File: config.mk
export PLATFORM = sky130hd
export DESIGN_NAME = agc_rate_control
export DESIGN_NICKNAME = d
export VERILOG_FILES = /design/src/rtl/agc_pkg.sv /design/src/rtl/agc_host_decode.sv /design/src/rtl/agc_loop_sequencer.sv /design/src/rtl/agc_threshold_bank.sv /design/src/rtl/agc_rate_control.sv
export SDC_FILE = /design/constraint.sdc
export NUM_CORES = 1
export LEC_CHECK = 0
export ABC_AREA = 1
export BUFFER_PORTS_ARGS = -buffer_cell sky130_fd_sc_hd__buf_2
export CAP_MARGIN = 10
export CORE_MARGIN = 1.5
export CORE_UTILIZATION = 60
export DETAILED_ROUTE_END_ITERATION = 7
export PLACE_DENSITY = 0.84
export SETUP_SLACK_MARGIN = 0.3
export SLEW_MARGIN = 20
export SYNTH_ARGS = -nofsm -noshare
export SYNTH_HDL_FRONTEND = slang
export SYNTH_SLANG_ARGS = --single-unit
File: constraint.sdc
create_clock -name wb_clk_i -period 10.2 [get_ports wb_clk_i]
set_clock_uncertainty 0.2 [all_clocks]
set_input_delay 2.04 -clock wb_clk_i [delete_from_list [all_inputs] [get_ports wb_clk_i]]
set_output_delay 2.04 -clock wb_clk_i [all_outputs]
set_load 0.02 [all_outputs]
File: src/rtl/agc_pkg.sv
`default_nettype none

package agc_pkg;

    localparam int ADR_W = 22;
    localparam int DAT_W = 32;
    localparam int THR_W = 18;

    typedef logic [ADR_W-1:0] adr_t;
    typedef logic [DAT_W-1:0] dat_t;
    typedef logic [THR_W-1:0] thr_t;
    typedef logic [31:0]      count_t; // Triggers seen in one count period

    localparam thr_t START_THRESH      = 18'd4500;
    localparam int   BOOT_DELAY_CYCLES = 31;

    ////////////////////////////////////////////////////////////////////////////
    // Host register map
    localparam adr_t ADR_CMD         = 22'h001000;
    localparam adr_t ADR_MANUAL_BASE = 22'h000800;
    localparam adr_t MANUAL_MASK     = 22'h003800;

    ////////////////////////////////////////////////////////////////////////////
    // Trigger core register map
    localparam adr_t CORE_ADR_CTRL      = 22'h000000;
    localparam adr_t CORE_ADR_BEAM_BASE = 22'h000400; // Count on read, threshold on write
    localparam adr_t CORE_ADR_CE_BASE   = 22'h000800; // Per-beam threshold enable
    localparam dat_t CORE_START         = 32'd1;
    localparam dat_t CORE_APPLY         = 32'd2;

    // Command register data
    typedef enum logic [DAT_W-1:0] {
        CMD_RESET = 0,
        CMD_RUN   = 1,
        CMD_PAUSE = 2
    } loop_cmd_e;

    typedef enum logic [2:0] {
        RUNNING,
        RESETTING,
        WRITE_RESET,
        STOPPED,
        WRITE_MANUAL,
        WRITE_MANUAL_DONE
    } loop_state_e;

    typedef enum logic [2:0] {IDLE, WRITE, WAIT, READ, ACK} host_state_e;

    typedef enum logic [3:0] {
        BOOT, POLL, WAIT_COUNT, READ_COUNTS, CALC,
        WRITE_THR, APPLY_CE, UPDATE, RESET_THR, MANUAL
    } seq_state_e;

    typedef enum logic [1:0] {SEND, WAIT_ACK, PROCESS} bus_phase_e;

endpackage

`default_nettype wire

File: src/rtl/agc_host_decode.sv
`default_nettype none

module agc_host_decode #(
    parameter int  NBEAMS     = 2,
    parameter int  STEP_DELTA = 2,
    localparam int BEAM_W     = (NBEAMS > 1) ? $clog2(NBEAMS) : 1
) (
    input  wire                       wb_clk_i,
    input  wire                       agc_reset,
    input  wire                       wb_cyc_i,
    input  wire                       wb_stb_i,
    input  wire                       wb_we_i,
    input  wire agc_pkg::adr_t        wb_adr_i,
    input  wire agc_pkg::dat_t        wb_dat_i,
    output logic                      wb_ack_o,
    output agc_pkg::dat_t             wb_dat_o,
    input  wire agc_pkg::loop_state_e loop_state_i,
    output agc_pkg::loop_state_e      loop_req_o,
    input  wire agc_pkg::count_t      rd_count_i,
    input  wire agc_pkg::thr_t        rd_thr_i,
    output logic                      man_wr_o,
    output logic [BEAM_W-1:0]         man_beam_o,
    output agc_pkg::thr_t             man_thr_o,
    output logic [BEAM_W-1:0]         rd_beam_o
);

    import agc_pkg::*;

    host_state_e host_state;
    logic        is_cmd;
    logic        is_manual;
    logic        man_ok;

    assign is_cmd    = (wb_adr_i[13:0] == ADR_CMD[13:0]);
    assign is_manual = ((wb_adr_i & MANUAL_MASK) == (ADR_MANUAL_BASE & MANUAL_MASK));
    // Only one manual write in flight, and only while paused
    assign man_ok    = (loop_state_i == STOPPED) && (loop_req_o != WRITE_MANUAL_DONE);

    assign rd_beam_o = wb_adr_i[2 +: BEAM_W];
    assign wb_ack_o  = (host_state == ACK);

    ////////////////////////////////////////////////////////////////////////////
    // Host target FSM
    always_ff @(posedge wb_clk_i) begin
        if (agc_reset) begin
            host_state <= IDLE;
            loop_req_o <= RUNNING;
            man_wr_o   <= 1'b0;
        end else begin
            man_wr_o <= 1'b0;
            case (host_state)
                IDLE: begin
                    if (wb_cyc_i && wb_stb_i)
                        host_state <= wb_we_i ? WRITE : READ;
                end
                READ: begin
                    host_state <= ACK;
                    if (wb_adr_i[10])
                        wb_dat_o <= rd_count_i;                      // Last count
                    else if (wb_adr_i[11])
                        wb_dat_o <= dat_t'(rd_thr_i);                // Current threshold
                    else
                        wb_dat_o <= dat_t'(STEP_DELTA);
                end
                WRITE: begin
                    host_state <= WAIT;
                    if (is_cmd) begin
                        case (wb_dat_i)
                            CMD_RESET: loop_req_o <= RESETTING;
                            CMD_RUN:   loop_req_o <= RUNNING;
                            CMD_PAUSE: loop_req_o <= STOPPED;
                            default:   ;                              // Unknown command ignored
                        endcase
                    end else if (is_manual) begin
                        if (man_ok) begin
                            man_wr_o   <= 1'b1;
                            man_beam_o <= wb_adr_i[2 +: BEAM_W];
                            man_thr_o  <= wb_dat_i[THR_W-1:0];
                            loop_req_o <= WRITE_MANUAL_DONE;
                            wb_dat_o   <= dat_t'(1);
                        end else begin
                            wb_dat_o   <= '0;                         // Rejected
                        end
                    end
                end
                WAIT: begin
                    // Hold the host until the loop reaches the requested state
                    if (loop_state_i == loop_req_o) begin
                        host_state <= ACK;
                        if (loop_req_o == RESETTING)
                            loop_req_o <= RUNNING;
                        else if (loop_req_o == WRITE_MANUAL_DONE)
                            loop_req_o <= STOPPED;
                    end
                end
                ACK:     host_state <= IDLE;
                default: host_state <= IDLE;
            endcase
        end
    end

endmodule

`default_nettype wire

File: src/rtl/agc_loop_sequencer.sv
`default_nettype none

module agc_loop_sequencer #(
    parameter int  NBEAMS = 2,
    localparam int BEAM_W = (NBEAMS > 1) ? $clog2(NBEAMS) : 1
) (
    input  wire                       wb_clk_i,
    input  wire                       agc_reset,
    input  wire agc_pkg::loop_state_e loop_req_i,
    output agc_pkg::loop_state_e      loop_state_o,
    output logic                      core_cyc_o,
    output logic                      core_we_o,
    output agc_pkg::adr_t             core_adr_o,
    output agc_pkg::dat_t             core_dat_o,
    input  wire                       core_ack_i,
    input  wire agc_pkg::dat_t        core_dat_i,
    output logic [BEAM_W-1:0]         beam_o,
    output logic                      cnt_wr_o,
    output agc_pkg::count_t           cnt_val_o,
    output logic                      calc_en_o,
    output logic                      thr_restart_o,
    output logic                      commit_o,
    input  wire agc_pkg::thr_t        new_thr_i
);

    import agc_pkg::*;

    localparam int BOOT_W = $clog2(BOOT_DELAY_CYCLES + 1);

    seq_state_e        seq_state;
    bus_phase_e        phase;
    logic [BOOT_W-1:0] boot_cnt;
    logic [BEAM_W:0]   beam_idx;  // One spare bit to count past the last beam
    dat_t              rsp;       // Last read data from the core
    adr_t              beam_off;
    logic              bus_done;
    logic              beam_left;

    assign beam_off  = adr_t'(beam_idx) << 2;
    assign bus_done  = (phase == WAIT_ACK) && core_ack_i;
    assign beam_left = (beam_idx < NBEAMS);

    assign beam_o        = beam_idx[BEAM_W-1:0];
    assign cnt_wr_o      = (seq_state == READ_COUNTS) && (phase == PROCESS);
    assign cnt_val_o     = rsp;
    assign calc_en_o     = (seq_state == CALC) && (loop_state_o != STOPPED) && beam_left;
    assign thr_restart_o = (seq_state == RESET_THR);
    assign commit_o      = (seq_state == UPDATE) && bus_done;

    task automatic bus_req(input logic we, input adr_t adr, input dat_t dat);
        core_cyc_o <= 1'b1;
        core_we_o  <= we;
        core_adr_o <= adr;
        core_dat_o <= dat;
    endtask

    ////////////////////////////////////////////////////////////////////////////
    // Loop FSM and core bus master
    always_ff @(posedge wb_clk_i) begin
        if (agc_reset) begin
            seq_state    <= BOOT;
            phase        <= SEND;
            boot_cnt     <= BOOT_W'(BOOT_DELAY_CYCLES);
            beam_idx     <= '0;
            loop_state_o <= RUNNING;
            core_cyc_o   <= 1'b0;
            core_we_o    <= 1'b0;
        end else begin
            if (loop_req_i == RUNNING || loop_req_i == STOPPED)
                loop_state_o <= loop_req_i;          // Run and pause take effect at once

            if (bus_done) begin                      // Drop the request after its ack
                core_cyc_o <= 1'b0;
                core_we_o  <= 1'b0;
                rsp        <= core_dat_i;
            end

            case (seq_state)
                BOOT: begin
                    if (boot_cnt != '0) begin
                        boot_cnt <= boot_cnt - 1'b1;
                    end else begin
                        seq_state <= WRITE_THR;      // Send the start thresholds
                        beam_idx  <= '0;
                    end
                end
                POLL: begin
                    // A reset or manual write finished in the last pass
                    if (loop_state_o == RESETTING)
                        loop_state_o <= RUNNING;
                    else if (loop_state_o == WRITE_MANUAL_DONE)
                        loop_state_o <= STOPPED;
                    if (phase == SEND) begin
                        bus_req(1'b1, CORE_ADR_CTRL, CORE_START);
                        phase <= WAIT_ACK;
                    end else if (bus_done) begin
                        seq_state <= WAIT_COUNT;
                        phase     <= SEND;
                    end
                end
                WAIT_COUNT: begin
                    if (phase == SEND) begin
                        if (loop_req_i == RESETTING) begin
                            seq_state <= RESET_THR;
                        end else if (loop_req_i == WRITE_MANUAL_DONE) begin
                            seq_state <= MANUAL;
                        end else begin
                            bus_req(1'b0, CORE_ADR_CTRL, '0);
                            phase <= WAIT_ACK;
                        end
                    end else if (bus_done) begin
                        phase <= PROCESS;
                    end else if (phase == PROCESS) begin
                        phase <= SEND;               // Poll again unless done
                        if (rsp[0]) begin
                            seq_state <= READ_COUNTS;
                            beam_idx  <= '0;
                        end
                    end
                end
                READ_COUNTS: begin
                    if (!beam_left) begin
                        seq_state <= CALC;
                        beam_idx  <= '0;
                    end else if (phase == SEND) begin
                        bus_req(1'b0, CORE_ADR_BEAM_BASE + beam_off, '0);
                        phase <= WAIT_ACK;
                    end else if (bus_done) begin
                        phase <= PROCESS;
                    end else if (phase == PROCESS) begin
                        beam_idx <= beam_idx + 1'b1; // Count is captured by the bank here
                        phase    <= SEND;
                    end
                end
                CALC: begin
                    if (loop_state_o == STOPPED) begin
                        seq_state <= POLL;           // Paused so nothing is sent
                    end else if (beam_left) begin
                        beam_idx <= beam_idx + 1'b1;
                    end else begin
                        seq_state <= WRITE_THR;
                        beam_idx  <= '0;
                    end
                end
                WRITE_THR, APPLY_CE: begin
                    if (!beam_left) begin
                        seq_state <= (seq_state == WRITE_THR) ? APPLY_CE : UPDATE;
                        beam_idx  <= '0;
                    end else if (phase == SEND) begin
                        if (seq_state == WRITE_THR)
                            bus_req(1'b1, CORE_ADR_BEAM_BASE + beam_off, dat_t'(new_thr_i));
                        else
                            bus_req(1'b1, CORE_ADR_CE_BASE + beam_off, dat_t'(1));
                        phase <= WAIT_ACK;
                    end else if (bus_done) begin
                        beam_idx <= beam_idx + 1'b1;
                        phase    <= SEND;
                    end
                end
                UPDATE: begin
                    if (phase == SEND) begin
                        bus_req(1'b1, CORE_ADR_CTRL, CORE_APPLY);
                        phase <= WAIT_ACK;
                    end else if (bus_done) begin
                        seq_state <= POLL;
                        phase     <= SEND;
                        if (loop_state_o == WRITE_RESET)
                            loop_state_o <= RESETTING;
                        else if (loop_state_o == WRITE_MANUAL)
                            loop_state_o <= WRITE_MANUAL_DONE;
                    end
                end
                RESET_THR: begin
                    loop_state_o <= WRITE_RESET;
                    seq_state    <= WRITE_THR;
                    beam_idx     <= '0;
                end
                MANUAL: begin
                    loop_state_o <= WRITE_MANUAL;
                    seq_state    <= WRITE_THR;
                    beam_idx     <= '0;
                end
                default: seq_state <= POLL;
            endcase
        end
    end

endmodule

`default_nettype wire

File: src/rtl/agc_threshold_bank.sv
`default_nettype none

module agc_threshold_bank #(
    parameter int  NBEAMS       = 2,
    parameter int  TARGET_COUNT = 100,
    parameter int  STEP_DELTA   = 2,
    parameter int  COUNT_MARGIN = 10,
    localparam int BEAM_W       = (NBEAMS > 1) ? $clog2(NBEAMS) : 1
) (
    input  wire                  wb_clk_i,
    input  wire                  agc_reset,
    input  wire [BEAM_W-1:0]     beam_i,
    input  wire                  cnt_wr_i,
    input  wire agc_pkg::count_t cnt_val_i,
    input  wire                  calc_en_i,
    input  wire                  thr_restart_i,
    input  wire                  commit_i,
    input  wire                  man_wr_i,
    input  wire [BEAM_W-1:0]     man_beam_i,
    input  wire agc_pkg::thr_t   man_thr_i,
    input  wire [BEAM_W-1:0]     rd_beam_i,
    output agc_pkg::thr_t        new_thr_o,
    output agc_pkg::count_t      rd_count_o,
    output agc_pkg::thr_t        rd_thr_o
);

    import agc_pkg::*;

    localparam count_t HI_LIMIT = count_t'(TARGET_COUNT + COUNT_MARGIN);
    localparam count_t LO_LIMIT = count_t'(TARGET_COUNT - COUNT_MARGIN);
    localparam thr_t   STEP     = thr_t'(STEP_DELTA);

    count_t count_q  [NBEAMS];
    thr_t   thr_q    [NBEAMS];   // Thresholds the core is running with
    thr_t   recalc_q [NBEAMS];   // Next thresholds, sent on the following write pass

    always_ff @(posedge wb_clk_i) begin
        if (cnt_wr_i)
            count_q[beam_i] <= cnt_val_i;
    end

    always_ff @(posedge wb_clk_i) begin
        if (agc_reset) begin
            for (int b = 0; b < NBEAMS; b++) begin
                thr_q[b]    <= START_THRESH;
                recalc_q[b] <= START_THRESH;
            end
        end else begin
            if (thr_restart_i) begin
                for (int b = 0; b < NBEAMS; b++)
                    recalc_q[b] <= START_THRESH;
            end else if (man_wr_i) begin
                recalc_q[man_beam_i] <= man_thr_i;
            end else if (calc_en_i) begin
                // Fixed step toward the target rate, no clipping
                if (count_q[beam_i] > HI_LIMIT)
                    recalc_q[beam_i] <= thr_q[beam_i] + STEP;
                else if (count_q[beam_i] < LO_LIMIT)
                    recalc_q[beam_i] <= thr_q[beam_i] - STEP;
            end

            if (commit_i)
                thr_q <= recalc_q;                   // Core applied the new set
        end
    end

    assign new_thr_o  = recalc_q[beam_i];
    assign rd_count_o = count_q[rd_beam_i];
    assign rd_thr_o   = thr_q[rd_beam_i];

endmodule

`default_nettype wire

File: src/rtl/agc_rate_control.sv
`default_nettype none

module agc_rate_control #(
    parameter int  NBEAMS       = 2,
    parameter int  TARGET_COUNT = 100,
    parameter int  STEP_DELTA   = 2,
    parameter int  COUNT_MARGIN = 10,
    localparam int BEAM_W       = (NBEAMS > 1) ? $clog2(NBEAMS) : 1
) (
    input  wire                wb_clk_i,
    input  wire                agc_reset,
    // Host target port
    input  wire                wb_cyc_i,
    input  wire                wb_stb_i,
    input  wire                wb_we_i,
    input  wire agc_pkg::adr_t wb_adr_i,
    input  wire agc_pkg::dat_t wb_dat_i,
    output logic               wb_ack_o,
    output agc_pkg::dat_t      wb_dat_o,
    // Trigger core master port
    output logic               core_cyc_o,
    output logic               core_we_o,
    output agc_pkg::adr_t      core_adr_o,
    output agc_pkg::dat_t      core_dat_o,
    input  wire                core_ack_i,
    input  wire agc_pkg::dat_t core_dat_i
);

    import agc_pkg::*;

    loop_state_e       loop_req;
    loop_state_e       loop_state;
    logic              man_wr;
    logic [BEAM_W-1:0] man_beam;
    thr_t              man_thr;
    logic [BEAM_W-1:0] rd_beam;
    count_t            rd_count;
    thr_t              rd_thr;
    logic [BEAM_W-1:0] beam;
    logic              cnt_wr;
    count_t            cnt_val;
    logic              calc_en;
    logic              thr_restart;
    logic              commit;
    thr_t              new_thr;

    agc_host_decode #(
        .NBEAMS     (NBEAMS),
        .STEP_DELTA (STEP_DELTA)
    ) u_host_decode (
        .wb_clk_i     (wb_clk_i),
        .agc_reset    (agc_reset),
        .wb_cyc_i     (wb_cyc_i),
        .wb_stb_i     (wb_stb_i),
        .wb_we_i      (wb_we_i),
        .wb_adr_i     (wb_adr_i),
        .wb_dat_i     (wb_dat_i),
        .wb_ack_o     (wb_ack_o),
        .wb_dat_o     (wb_dat_o),
        .loop_state_i (loop_state),
        .loop_req_o   (loop_req),
        .rd_count_i   (rd_count),
        .rd_thr_i     (rd_thr),
        .man_wr_o     (man_wr),
        .man_beam_o   (man_beam),
        .man_thr_o    (man_thr),
        .rd_beam_o    (rd_beam)
    );

    agc_loop_sequencer #(
        .NBEAMS (NBEAMS)
    ) u_loop_sequencer (
        .wb_clk_i      (wb_clk_i),
        .agc_reset     (agc_reset),
        .loop_req_i    (loop_req),
        .loop_state_o  (loop_state),
        .core_cyc_o    (core_cyc_o),
        .core_we_o     (core_we_o),
        .core_adr_o    (core_adr_o),
        .core_dat_o    (core_dat_o),
        .core_ack_i    (core_ack_i),
        .core_dat_i    (core_dat_i),
        .beam_o        (beam),
        .cnt_wr_o      (cnt_wr),
        .cnt_val_o     (cnt_val),
        .calc_en_o     (calc_en),
        .thr_restart_o (thr_restart),
        .commit_o      (commit),
        .new_thr_i     (new_thr)
    );

    agc_threshold_bank #(
        .NBEAMS       (NBEAMS),
        .TARGET_COUNT (TARGET_COUNT),
        .STEP_DELTA   (STEP_DELTA),
        .COUNT_MARGIN (COUNT_MARGIN)
    ) u_threshold_bank (
        .wb_clk_i      (wb_clk_i),
        .agc_reset     (agc_reset),
        .beam_i        (beam),
        .cnt_wr_i      (cnt_wr),
        .cnt_val_i     (cnt_val),
        .calc_en_i     (calc_en),
        .thr_restart_i (thr_restart),
        .commit_i      (commit),
        .man_wr_i      (man_wr),
        .man_beam_i    (man_beam),
        .man_thr_i     (man_thr),
        .rd_beam_i     (rd_beam),
        .new_thr_o     (new_thr),
        .rd_count_o    (rd_count),
        .rd_thr_o      (rd_thr)
    );

endmodule

`default_nettype wire

==> results of run 1 <==
cells in the mapped netlist, types with 2 or more instances:
master    instances
nor2_2            8
o22ai_1           4
o211ai_1         27
o31ai_1           2
edfxtp_1        169
a31oi_1           4
nor3_1           24
nand2_1         454
buf_6             7
nand3_4           3
or2_2             2
nor2_1          246
a221oi_1          2
o21ai_0          83
buf_1             6
buf_2             9
buf_4            33
a21oi_1         109
a211oi_1          2
inv_1           141
inv_2             4
ha_1              4
nand2_4           3
nand3b_1          4
dfxtp_1          98
nand4_1          22
nand3_1          78
o21ai_1           4
xor2_1            8
clkbuf_1         37
clkinv_1          4
xnor2_1           4
o21a_1            3
flip-flops by register name, summed over array words and instances, names as in the netlist, 3 cells and up, named ones only:
name	cells
u_loop_sequencer.core_adr_o	4
u_loop_sequencer.seq_state	4
u_host_decode.loop_req_o	3
u_loop_sequencer.loop_state_o	3
u_threshold_bank.count_q	64
u_host_decode.man_thr_o	18
u_threshold_bank.recalc_q	36
u_loop_sequencer.core_dat_o	18
u_host_decode.host_state	3
u_loop_sequencer.cnt_val_o	32
u_host_decode.wb_dat_o	32
u_loop_sequencer.boot_cnt	5
u_threshold_bank.thr_q	36
logic make-up (layout without fill, tap and decap cells):
group | count (synthesis) | after routing | synth area share (%)
compound gates | 249 | 249 | 10.5
xor+xnor | 12 | 12 | 0.798
fa+ha+maj | 4 | 4 | 0.380
buf+inv | 241 | 351 | 8.30
flops | 267 | 267 | 53.5
other cells | 1 | 32 | 0.0285
simple gates | 849 | 849 | 26.6
routing by layer:
metal / wire length, µm / share of wire [%] / track usage [%] / vias up
li1: - / - / - / 5523
met1: 13200 / 39 / 37.1 / 5263
met2: 16800 / 50 / 50.4 / 499
met3: 2350 / 7.0 / 3.95 / 104
met4: 1530 / 4.5 / 14.4 / 0
met5: 0 / 0 / 0 / -
critical path: cells and delay by family:
kind,cells,cell delay (ns)
buffers and inverters,3,1.35
AOI/OAI and AO/OA,2,0.73
how the worst max path moves through the flow:
stage                            from                         to  slack [ns]  depth (start not counted)
after global routing      wb_adr_i[2]  u_host_decode.wb_dat_o[5]        6.03                          5
after CTS                 wb_adr_i[2]  u_host_decode.wb_dat_o[5]        6.15                          5
after detailed placement  wb_adr_i[2]  u_host_decode.wb_dat_o[5]        5.61                          5
after floorplan             agc_reset  u_host_decode.wb_dat_o[0]        4.91                          4
final                     wb_adr_i[2]  u_host_decode.wb_dat_o[5]        6.08                          5
after global placement    wb_adr_i[2]  u_host_decode.wb_dat_o[5]        5.62                          5
layout make-up:
cell class,instances,area [µm²]
well taps,280,350
multi-input cells,1146,5180
clock inverters,16,159
clock buffers,34,764
inverters,149,559
fillers,1721,6840
repair buffers,152,791
flip-flops and latches,267,7040
power breakdown:
part           total (mW)  internal (mW)  switching, mW
combinational       0.967          0.269          0.699
sequential           1.35           1.28         0.0691
clock                1.01          0.587          0.419
stage by stage:
step           setup slack [ns]  area [µm²]  power (mW)
6_report                   6.08       14800        3.33
5_1_grt                    6.03       14800        3.50
4_1_cts                    6.15       14800        3.32
3_5_place_dp               5.61       13900        2.32
3_3_place_gp               5.62       13900        2.29
2_1_floorplan              4.91       13300        2.08
==> impl_metrics.env, run 1 <==
export IMPL_synthDistinctLibCells=48
export IMPL_synthDominantAreaCellType="edfxtp_1"
export IMPL_grt_setup_unrepaired="no"
export IMPL_critPathRequiredTime_ns=10.26
export IMPL_cts_buffers_inserted=27
export IMPL_detail_route_first_pass_iterations=5
export IMPL_layout_cells_non_filler=2044
export IMPL_routed_wirelength_um=33800
export IMPL_setup_viol=0
export IMPL_worst_endpoint_arrival_ns=4.18
export IMPL_synth_warning_count=0
export IMPL_slew_headroom_pct=32.3
export IMPL_finalWeightedCongestion=0.929
export IMPL_syn_area_per_cell_um2=8.11
export IMPL_ir_drop_mv=0.168
export IMPL_postCtsResizedCells=0
export IMPL_dpl_cell_count=1994
export IMPL_min_path_cells=0
export IMPL_startpoint_type="input pin"
export IMPL_finalHoldViolations=0
export IMPL_min_delay_worst_endpoint="u_threshold_bank.count_q[0][18]"
export IMPL_synth_edf_count=169
export IMPL_core_region_area_um2=21700
export IMPL_dr_first_iter_drc_count=1069
export IMPL_num_vias=11400
export IMPL_finalCriticalPeriod_ns=4.12
export IMPL_nets=1839
export IMPL_via_count_of_the_first_global_routing_pass=10600
export IMPL_clk_transition_reported_paths_ns=0.06
export IMPL_power_static_leakage_nw=6.33
export IMPL_slew_violations=0
export IMPL_finalCoreUtilization_pct=68.4
export IMPL_grt_antenna_before_repair=0
export IMPL_reg2reg_depth=13
export IMPL_drc_errors=0
export IMPL_cts_sink_count=267
export IMPL_die_width_um=151
export IMPL_cpPeakStageDelay_ns=0.69
export IMPL_count_of_max_cap_constraint_violations=0
export IMPL_totalNegativeSetupSlack_ns=0
export IMPL_layout_common_cells="nand2_1 (454), nor2_1 (245), edfxtp_1 (169)"
export IMPL_power_density_nw_per_um2=224
export IMPL_placement_rows=54
export IMPL_class_of_the_tightest_hold_or_removal_check="register to register"
export IMPL_die_area_um2=22800
export IMPL_critical_path_cell_chain="buf_2, buf_4, inv_1, o21ai_0, a21oi_1"
export IMPL_worst_slew_pin_transition_ns=1.01
export IMPL_max_clock_path_buffers=3
export IMPL_postCtsHoldBufs=0
export IMPL_cell_types_with_the_largest_area_share_after_synthesis="edfxtp_1 (39%), dfxtp_1 (15%), nand2_1 (13%)"
export IMPL_grt_pass1_wl_um=52200
export IMPL_htree_levels=1
export IMPL_r2r_slack_ns=7.03
export IMPL_post_cts_setup_buffer_count=0
export IMPL_ys_seq_elements=267
export IMPL_ys_seq_area_share_pct=53.5
export IMPL_latest_clock_arrival_within_the_worst_skew_pair_ns=0.55
export IMPL_critPathCaptureType="register"
export IMPL_fin_hold_ws_ns=0.244
export IMPL_highest_fanout_seen_on_the_critical_path=71
export IMPL_largest_net_degree_at_the_start_of_global_routing=74
export IMPL_layout_commonest_cell="nand2_1"
export IMPL_cts_tree="built"
export IMPL_layout_worst_path_cycle_share_pct=40.4
export IMPL_clock_fmax_mhz=243
export IMPL_n_antenna_cell=0
export IMPL_dp_final_hpwl_um=23800
export IMPL_drive_gt1_share_pct=13.0
export IMPL_worst_setup_path_type="input pin to register"
export IMPL_clk_root_buffer_cell="clkbuf_16"
export IMPL_synth_largest_type_area_fraction_pct=38.6
export IMPL_run_status="finished, final reports clean"
export IMPL_critical_path_slowest_cell="inv_1"
export IMPL_gr_total_overflow=0
export IMPL_postSynth_asyncResetShare_pct=0
export IMPL_ys_flop_type="edfxtp_1"
export IMPL_terminus_of_the_critical_flop_to_flop_path="u_threshold_bank.recalc_q[8]"
export IMPL_post_drt_wl_per_cell_um=16.5
export IMPL_drt_via_density=5.57
export IMPL_floorplan_initialDensity_pct=60.7
export IMPL_ant_nets=0
export IMPL_grt_total_usage_pct=29.6
export IMPL_top_level_ports=181
export IMPL_syn_to_final_growth_pct=12.8
export IMPL_min_delay_start="u_loop_sequencer.cnt_val_o[18]"
export IMPL_mappedNetlistArea_um2=13200
export IMPL_syn_inst=1623
export IMPL_height_of_the_die_um=151
export IMPL_port_buffers=140
Power figures use the tool's default switching activity.
==> run 2: changes to the inputs <==
ABC_AREA = 0   (was 1)
CORE_UTILIZATION = 52   (was 60)
PLACE_DENSITY = 0.78   (was 0.84)
clock period = 3.7 ns   (was 10.2 ns; I/O delays follow)
==> impl_metrics.env, run 2 <==
export IMPL_routed_wirelength_um=29400
export IMPL_drive_gt1_share_pct=18.7
export IMPL_synth_commonest_cells="edfxtp_1 (169), nor2_1 (136), nand2_1 (119)"
export IMPL_top_regs="u_threshold_bank.count_q (64), u_threshold_bank.recalc_q (36), u_threshold_bank.thr_q (36)"
export IMPL_layout_cells_non_filler=1615
export IMPL_max_flop_register="u_threshold_bank.count_q"
export IMPL_grt_total_usage_pct=23.8
export IMPL_class_of_the_tightest_hold_or_removal_check="input pin to register"
export IMPL_syn_inst=1143
export IMPL_layout_worst_path_cycle_share_pct=83.8
export IMPL_latest_clock_arrival_within_the_worst_skew_pair_ns=0.54
export IMPL_power_density_nw_per_um2=458
export IMPL_syn_to_final_growth_pct=14.5
export IMPL_ys_flop_type="edfxtp_1"
export IMPL_worst_endpoint_arrival_ns=3.33
export IMPL_die_width_um=157
export IMPL_placement_rows=56
export IMPL_finalHoldViolations=0
export IMPL_worst_setup_path_type="register to register"
export IMPL_detail_route_first_pass_iterations=7
export IMPL_clk_root_buffer_cell="clkbuf_16"
export IMPL_critPathRequiredTime_ns=3.93
export IMPL_count_of_max_cap_constraint_violations=0
export IMPL_cts_buffers_inserted=27
export IMPL_synthDistinctLibCells=71
export IMPL_core_region_area_um2=23300
export IMPL_grt_pass1_wl_um=45700
export IMPL_final_fill_count=1927
export IMPL_synthDominantAreaCellType="edfxtp_1"
export IMPL_final_design_area_no_fill_um2=14100
export IMPL_cts_tree="built"
export IMPL_slew_headroom_pct=36.7
export IMPL_finalWeightedCongestion=0.871
export IMPL_detailed_place_area_um2=13300
export IMPL_slew_violations=0
export IMPL_cell_types_with_the_largest_area_share_after_synthesis="edfxtp_1 (41%), dfxtp_1 (16%), mux2i_1 (6.1%)"
export IMPL_grt_setup_unrepaired="no"
export IMPL_max_clock_path_buffers=3
export IMPL_layout_commonest_cell="edfxtp_1"
export IMPL_ant_nets=0
export IMPL_htree_levels=1
export IMPL_clock_fmax_mhz=322
export IMPL_dp_final_hpwl_um=20600
export IMPL_totalNegativeSetupSlack_ns=0
export IMPL_finalCoreUtilization_pct=60.4
export IMPL_dpl_cell_count=1564
export IMPL_ys_seq_area_share_pct=57.2
export IMPL_die_area_um2=24600
export IMPL_post_drt_wl_per_cell_um=18.2
export IMPL_worst_slew_pin_transition_ns=0.947
export IMPL_syn_area_per_cell_um2=10.8
export IMPL_ir_drop_mv=0.358
export IMPL_num_vias=9207
export IMPL_top_level_ports=181
export IMPL_postLayoutSetupSlackWorst_ns=0.599
export IMPL_cts_sink_count=267
export IMPL_gr_total_overflow=0
export IMPL_startpoint_type="register"
export IMPL_nets=1370
export IMPL_worst_setup_timing_slack_at_the_placement_stage_ns=0.604
export IMPL_layout_common_cells="edfxtp_1 (169), buf_2 (140), nor2_1 (135)"
export IMPL_drc_errors=0
export IMPL_critPathCaptureType="register"
export IMPL_mappedNetlistArea_um2=12300
export IMPL_dr_first_iter_drc_count=656
export IMPL_grt_antenna_before_repair=3
export IMPL_count_leader_synth="edfxtp_1"
export IMPL_synth_warning_count=0
export IMPL_largest_net_degree_at_the_start_of_global_routing=53
export IMPL_postSynth_asyncResetShare_pct=0
export IMPL_floorplan_initialDensity_pct=52.7
export IMPL_number_of_flip_flops_under_the_largest_register_name=64
export IMPL_synth_largest_type_area_fraction_pct=41.3
export IMPL_setup_viol=0
export IMPL_power_static_leakage_nw=5.09
export IMPL_postCtsHoldBufs=0
export IMPL_clk_transition_reported_paths_ns=0.06
export IMPL_port_buffers=140
export IMPL_run_status="finished, final reports clean"
export IMPL_fin_hold_ws_ns=0.185
export IMPL_finalCriticalPeriod_ns=3.10
export IMPL_ys_seq_elements=267
export IMPL_synth_edf_count=169
export IMPL_reg2reg_depth=10
export IMPL_via_count_of_the_first_global_routing_pass=8699
export IMPL_fin_total_pwr_mw=6.45
export IMPL_highest_fanout_seen_on_the_critical_path=15
export IMPL_height_of_the_die_um=157
export IMPL_drt_via_density=5.70
export IMPL_min_path_cells=1
## run 2: changes by cell type in the layout (fill, tap and decap cells not counted), sizes merged, moves of 16 or more
cell,before,now
nand2,458,119
a21oi,110,79
nand3,81,19
o211ai,27,7
nand4,22,6
nand2b,0,22
o21ai,88,45
nor2,255,137
mux2,0,20
nor4,0,26
inv,147,15
mux2i,0,75
## run 2: layout make-up
class / count / area (µm²) / share of cell area (%)
clock buffer: 38 / 747 / 5.30
clock inverter: 10 / 72.6 / 0.515
timing repair buffer: 167 / 903 / 6.41
sequential: 267 / 7040 / 50.0
inverter: 14 / 52.6 / 0.373
multi-input combinational: 797 / 4860 / 34.5
tap: 319 / 399 / 2.83
antenna: 3 / 7.51 / 0.0533
## run 2: routing by layer
layer / global-route usage (%) / wire [µm] / vias to the layer above / share of wire [%]
li1: - / - / 4388 / -
met1: 30.4 / 11900 / 4397 / 41
met2: 40.1 / 14500 / 341 / 49
met3: 3.35 / 1760 / 81 / 6.0
met4: 11.0 / 1200 / 0 / 4.1
met5: 0 / 0 / - / 0
## run 2: critical path, stage by stage (launching register included)
cell,delay (ns)
dfxtp_1,0.45
nor4_1,0.47
nand4_1,0.16
nor4_1,0.28
buf_4,0.19
o211ai_4,0.18
buf_4,0.28
mux2i_1,0.32
xnor2_1,0.16
nor2_1,0.05
a221o_1,0.25
## run 2: path summary, 6_finish.rpt
check,from,end,slack [ns]
worst max register to register,register,u_threshold_bank.recalc_q[5],0.60
worst min-delay path,core_dat_i[28],u_loop_sequencer.cnt_val_o[28],0.18
worst max-delay path,register,u_threshold_bank.recalc_q[5],0.60
worst min register to register,u_loop_sequencer.cnt_val_o[13],u_threshold_bank.count_q[0][13],0.25
## run 2: logic make-up after synthesis
logic type               share of synthesized area (%)
XOR/XNOR                                          1.78
AND/OR/NAND/NOR                                   17.1
other                                           0.0305
AO/OA/AOI/OAI                                     11.0
buffers and inverters                             4.51
flip-flops                                        57.2
adder cells (fa/ha/maj)                          0.407
multiplexers                                      7.94
## run 2: power breakdown
part           total (mW)  internal, mW  switching, mW
Combinational       0.586         0.209          0.377
Clock                2.54          1.47           1.08
Sequential           3.32          3.25         0.0742
## run 2: repair_timing
action,in CTS,in global routing
endpoints found under the setup margin,0,2
resized for setup,0,1
setup buffers,0,0
==> run 3: changes to the inputs <==
CORE_UTILIZATION = 57   (was 52)
PLACE_DENSITY = 0.81   (was 0.78)
clock period = 2.9 ns   (was 3.7 ns; I/O delays follow)
==> impl_metrics.env, run 3 (synthesized netlist as in run 2, its figures left out) <==
export IMPL_cpPeakStageDelay_ns=0.40
export IMPL_min_delay_start="core_dat_i[28]"
export IMPL_fin_hold_ws_ns=0.0204
export IMPL_highest_fanout_seen_on_the_critical_path=4
export IMPL_finalWeightedCongestion=0.896
export IMPL_n_antenna_cell=0
export IMPL_dp_final_hpwl_um=21100
export IMPL_clock_fmax_mhz=338
export IMPL_cp_buffers_inverters=5
export IMPL_layout_commonest_cell="edfxtp_1"
export IMPL_finalHoldViolations=0
export IMPL_dr_first_iter_drc_count=951
export IMPL_ir_drop_mv=0.540
export IMPL_dpl_cell_count=1547
export IMPL_postLayoutSetupSlackWorst_ns=-0.0592
export IMPL_finalCriticalPeriod_ns=2.96
export IMPL_min_path_cells=1
export IMPL_cts_buffers_inserted=27
export IMPL_placement_rows=53
export IMPL_power_static_leakage_nw=5.57
export IMPL_drive_gt1_share_pct=27.3
export IMPL_critPathCaptureType="register"
export IMPL_worst_setup_path_type="register to register"
export IMPL_syn_to_final_growth_pct=22.2
export IMPL_drc_errors=0
export IMPL_reg2reg_depth=13
export IMPL_die_width_um=150
export IMPL_grt_total_usage_pct=26.9
export IMPL_cp_top_family="simple AND/OR/NAND/NOR gates"
export IMPL_critical_path_slowest_cell="edfxtp_1"
export IMPL_grt_setup_unrepaired="yes"
export IMPL_failed_checks="setup timing"
export IMPL_gr_total_overflow=0
export IMPL_min_delay_worst_endpoint="u_loop_sequencer.cnt_val_o[28]"
export IMPL_height_of_the_die_um=150
export IMPL_clk_root_buffer_cell="clkbuf_16"
export IMPL_slew_headroom_pct=41.2
export IMPL_grt_antenna_before_repair=0
export IMPL_startpoint_type="register"
export IMPL_finalCoreUtilization_pct=71.3
export IMPL_detail_route_first_pass_iterations=6
export IMPL_htree_levels=1
export IMPL_core_region_area_um2=21100
export IMPL_die_area_um2=22500
export IMPL_max_flop_register="u_threshold_bank.count_q"
export IMPL_critPathRequiredTime_ns=3.15
export IMPL_class_of_the_tightest_hold_or_removal_check="input pin to register"
export IMPL_worst_r2r_startpoint="u_threshold_bank.count_q[0][28]"
export IMPL_r2r_slack_ns=-0.06
export IMPL_run_status="finished with violations"
export IMPL_count_of_max_cap_constraint_violations=0
export IMPL_worst_slew_pin_transition_ns=0.880
export IMPL_clk_transition_reported_paths_ns=0.06
export IMPL_critical_path_cell_chain="nor4_2, buf_4, nand4_1, nor4_2, buf_4, o211ai_4, buf_12, buf_6, o211ai_4, and2_4, buf_6, a32oi_1, o21ai_1"
export IMPL_layout_cells_non_filler=1617
export IMPL_routed_wirelength_um=31600
export IMPL_cts_tree="built"
export IMPL_number_of_flip_flops_under_the_largest_register_name=64
export IMPL_latest_clock_arrival_within_the_worst_skew_pair_ns=0.54
export IMPL_via_count_of_the_first_global_routing_pass=9055
export IMPL_postCtsHoldBufs=0
export IMPL_cts_sink_count=267
export IMPL_layout_worst_path_cycle_share_pct=102
export IMPL_grt_pass1_wl_um=47000
export IMPL_worst_endpoint_arrival_ns=3.21
export IMPL_max_clock_path_buffers=3
export IMPL_top_level_ports=181
export IMPL_slew_violations=0
export IMPL_ant_nets=0
export IMPL_cp_depth=13
export IMPL_top_regs="u_threshold_bank.count_q (64), u_threshold_bank.recalc_q (36), u_threshold_bank.thr_q (36)"
export IMPL_floorplan_initialDensity_pct=58.3
export IMPL_terminus_of_the_critical_flop_to_flop_path="u_threshold_bank.recalc_q[3]"
export IMPL_largest_net_degree_at_the_start_of_global_routing=53
export IMPL_setup_viol=2
export IMPL_layout_common_cells="edfxtp_1 (169), buf_2 (140), nor2_1 (127)"
export IMPL_post_drt_wl_per_cell_um=19.6
export IMPL_nets=1417
export IMPL_port_buffers=140
export IMPL_num_vias=9786
export IMPL_fin_total_pwr_mw=8.67
export IMPL_power_density_nw_per_um2=577
export IMPL_drt_via_density=6.05
==> run 3: cell count changes in the layout (fill, tap and decap cells not counted), moves of 6 or more <==
cell      delta
buf_12       +7
nor2_1       -8
clkbuf_1     -6
buf_4       +25
a221oi_2     +7
xnor2_2      +6
buf_6       +14
nor2_2       +6
a221oi_1     -7
xnor2_1      -6
==> run 3: cell type report <==
cell class | instances | area, µm²
sequential | 267 | 7040
tap | 275 | 344
fill | 1443 | 6060
clock inverter | 11 | 98.8
multi-input combinational | 797 | 5250
clock buffer | 39 | 828
timing repair buffer | 214 | 1400
inverter | 14 | 52.6
==> run 3: power by group <==
group	internal (mW)	switching [mW]
Clock	2.09	1.45
Combinational	0.365	0.545
Sequential	4.14	0.0906
Total	6.59	2.08
==> run 3: worst max-delay path by stage <==
stage	from	to	slack, ns
2_1_floorplan	u_loop_sequencer.beam_idx[0]	u_threshold_bank.recalc_q[5]	0.29
3_3_place_gp	wb_adr_i[2]	u_host_decode.loop_req_o[1]	0.12
3_5_place_dp	u_threshold_bank.count_q[0][23]	u_threshold_bank.recalc_q[7]	0.06
4_1_cts	u_threshold_bank.count_q[0][16]	u_threshold_bank.recalc_q[17]	0.06
5_1_grt	u_threshold_bank.count_q[0][28]	u_threshold_bank.recalc_q[17]	-0.16
6_report	u_threshold_bank.count_q[0][28]	u_threshold_bank.recalc_q[3]	-0.06
==> run 3: timing repair <==
item / in CTS / in global routing
pin swaps: 17 / 28
gates resized for setup: 40 / 50
hold endpoints to repair: 0 / 0
setup endpoints to repair: 36 / 63
buffers inserted: 11 / 9
==> run 3: per-stage QoR <==
stage | area, µm² | setup WS [ns] | setup TNS (ns)
floorplan | 12500 | 0.294 | 0
global placement | 13500 | 0.119 | 0
detailed placement | 13500 | 0.0643 | 0
CTS | 14700 | 0.0626 | 0
global route | 15000 | -0.156 | -1.79
finish | 15000 | -0.0592 | -0.104
==> run 3: metal layers <==
| layer | routed length (µm) | vias to the layer above | global-route usage [%] |
|---|---|---|---|
| met4 | 1960 | 0 | 14.2 |
| met1 | 12000 | 4643 | 34.4 |
| li1 | - | 4491 | - |
| met2 | 15600 | 509 | 45.0 |
| met3 | 2090 | 143 | 2.96 |
| met5 | 0 | - | 0 |
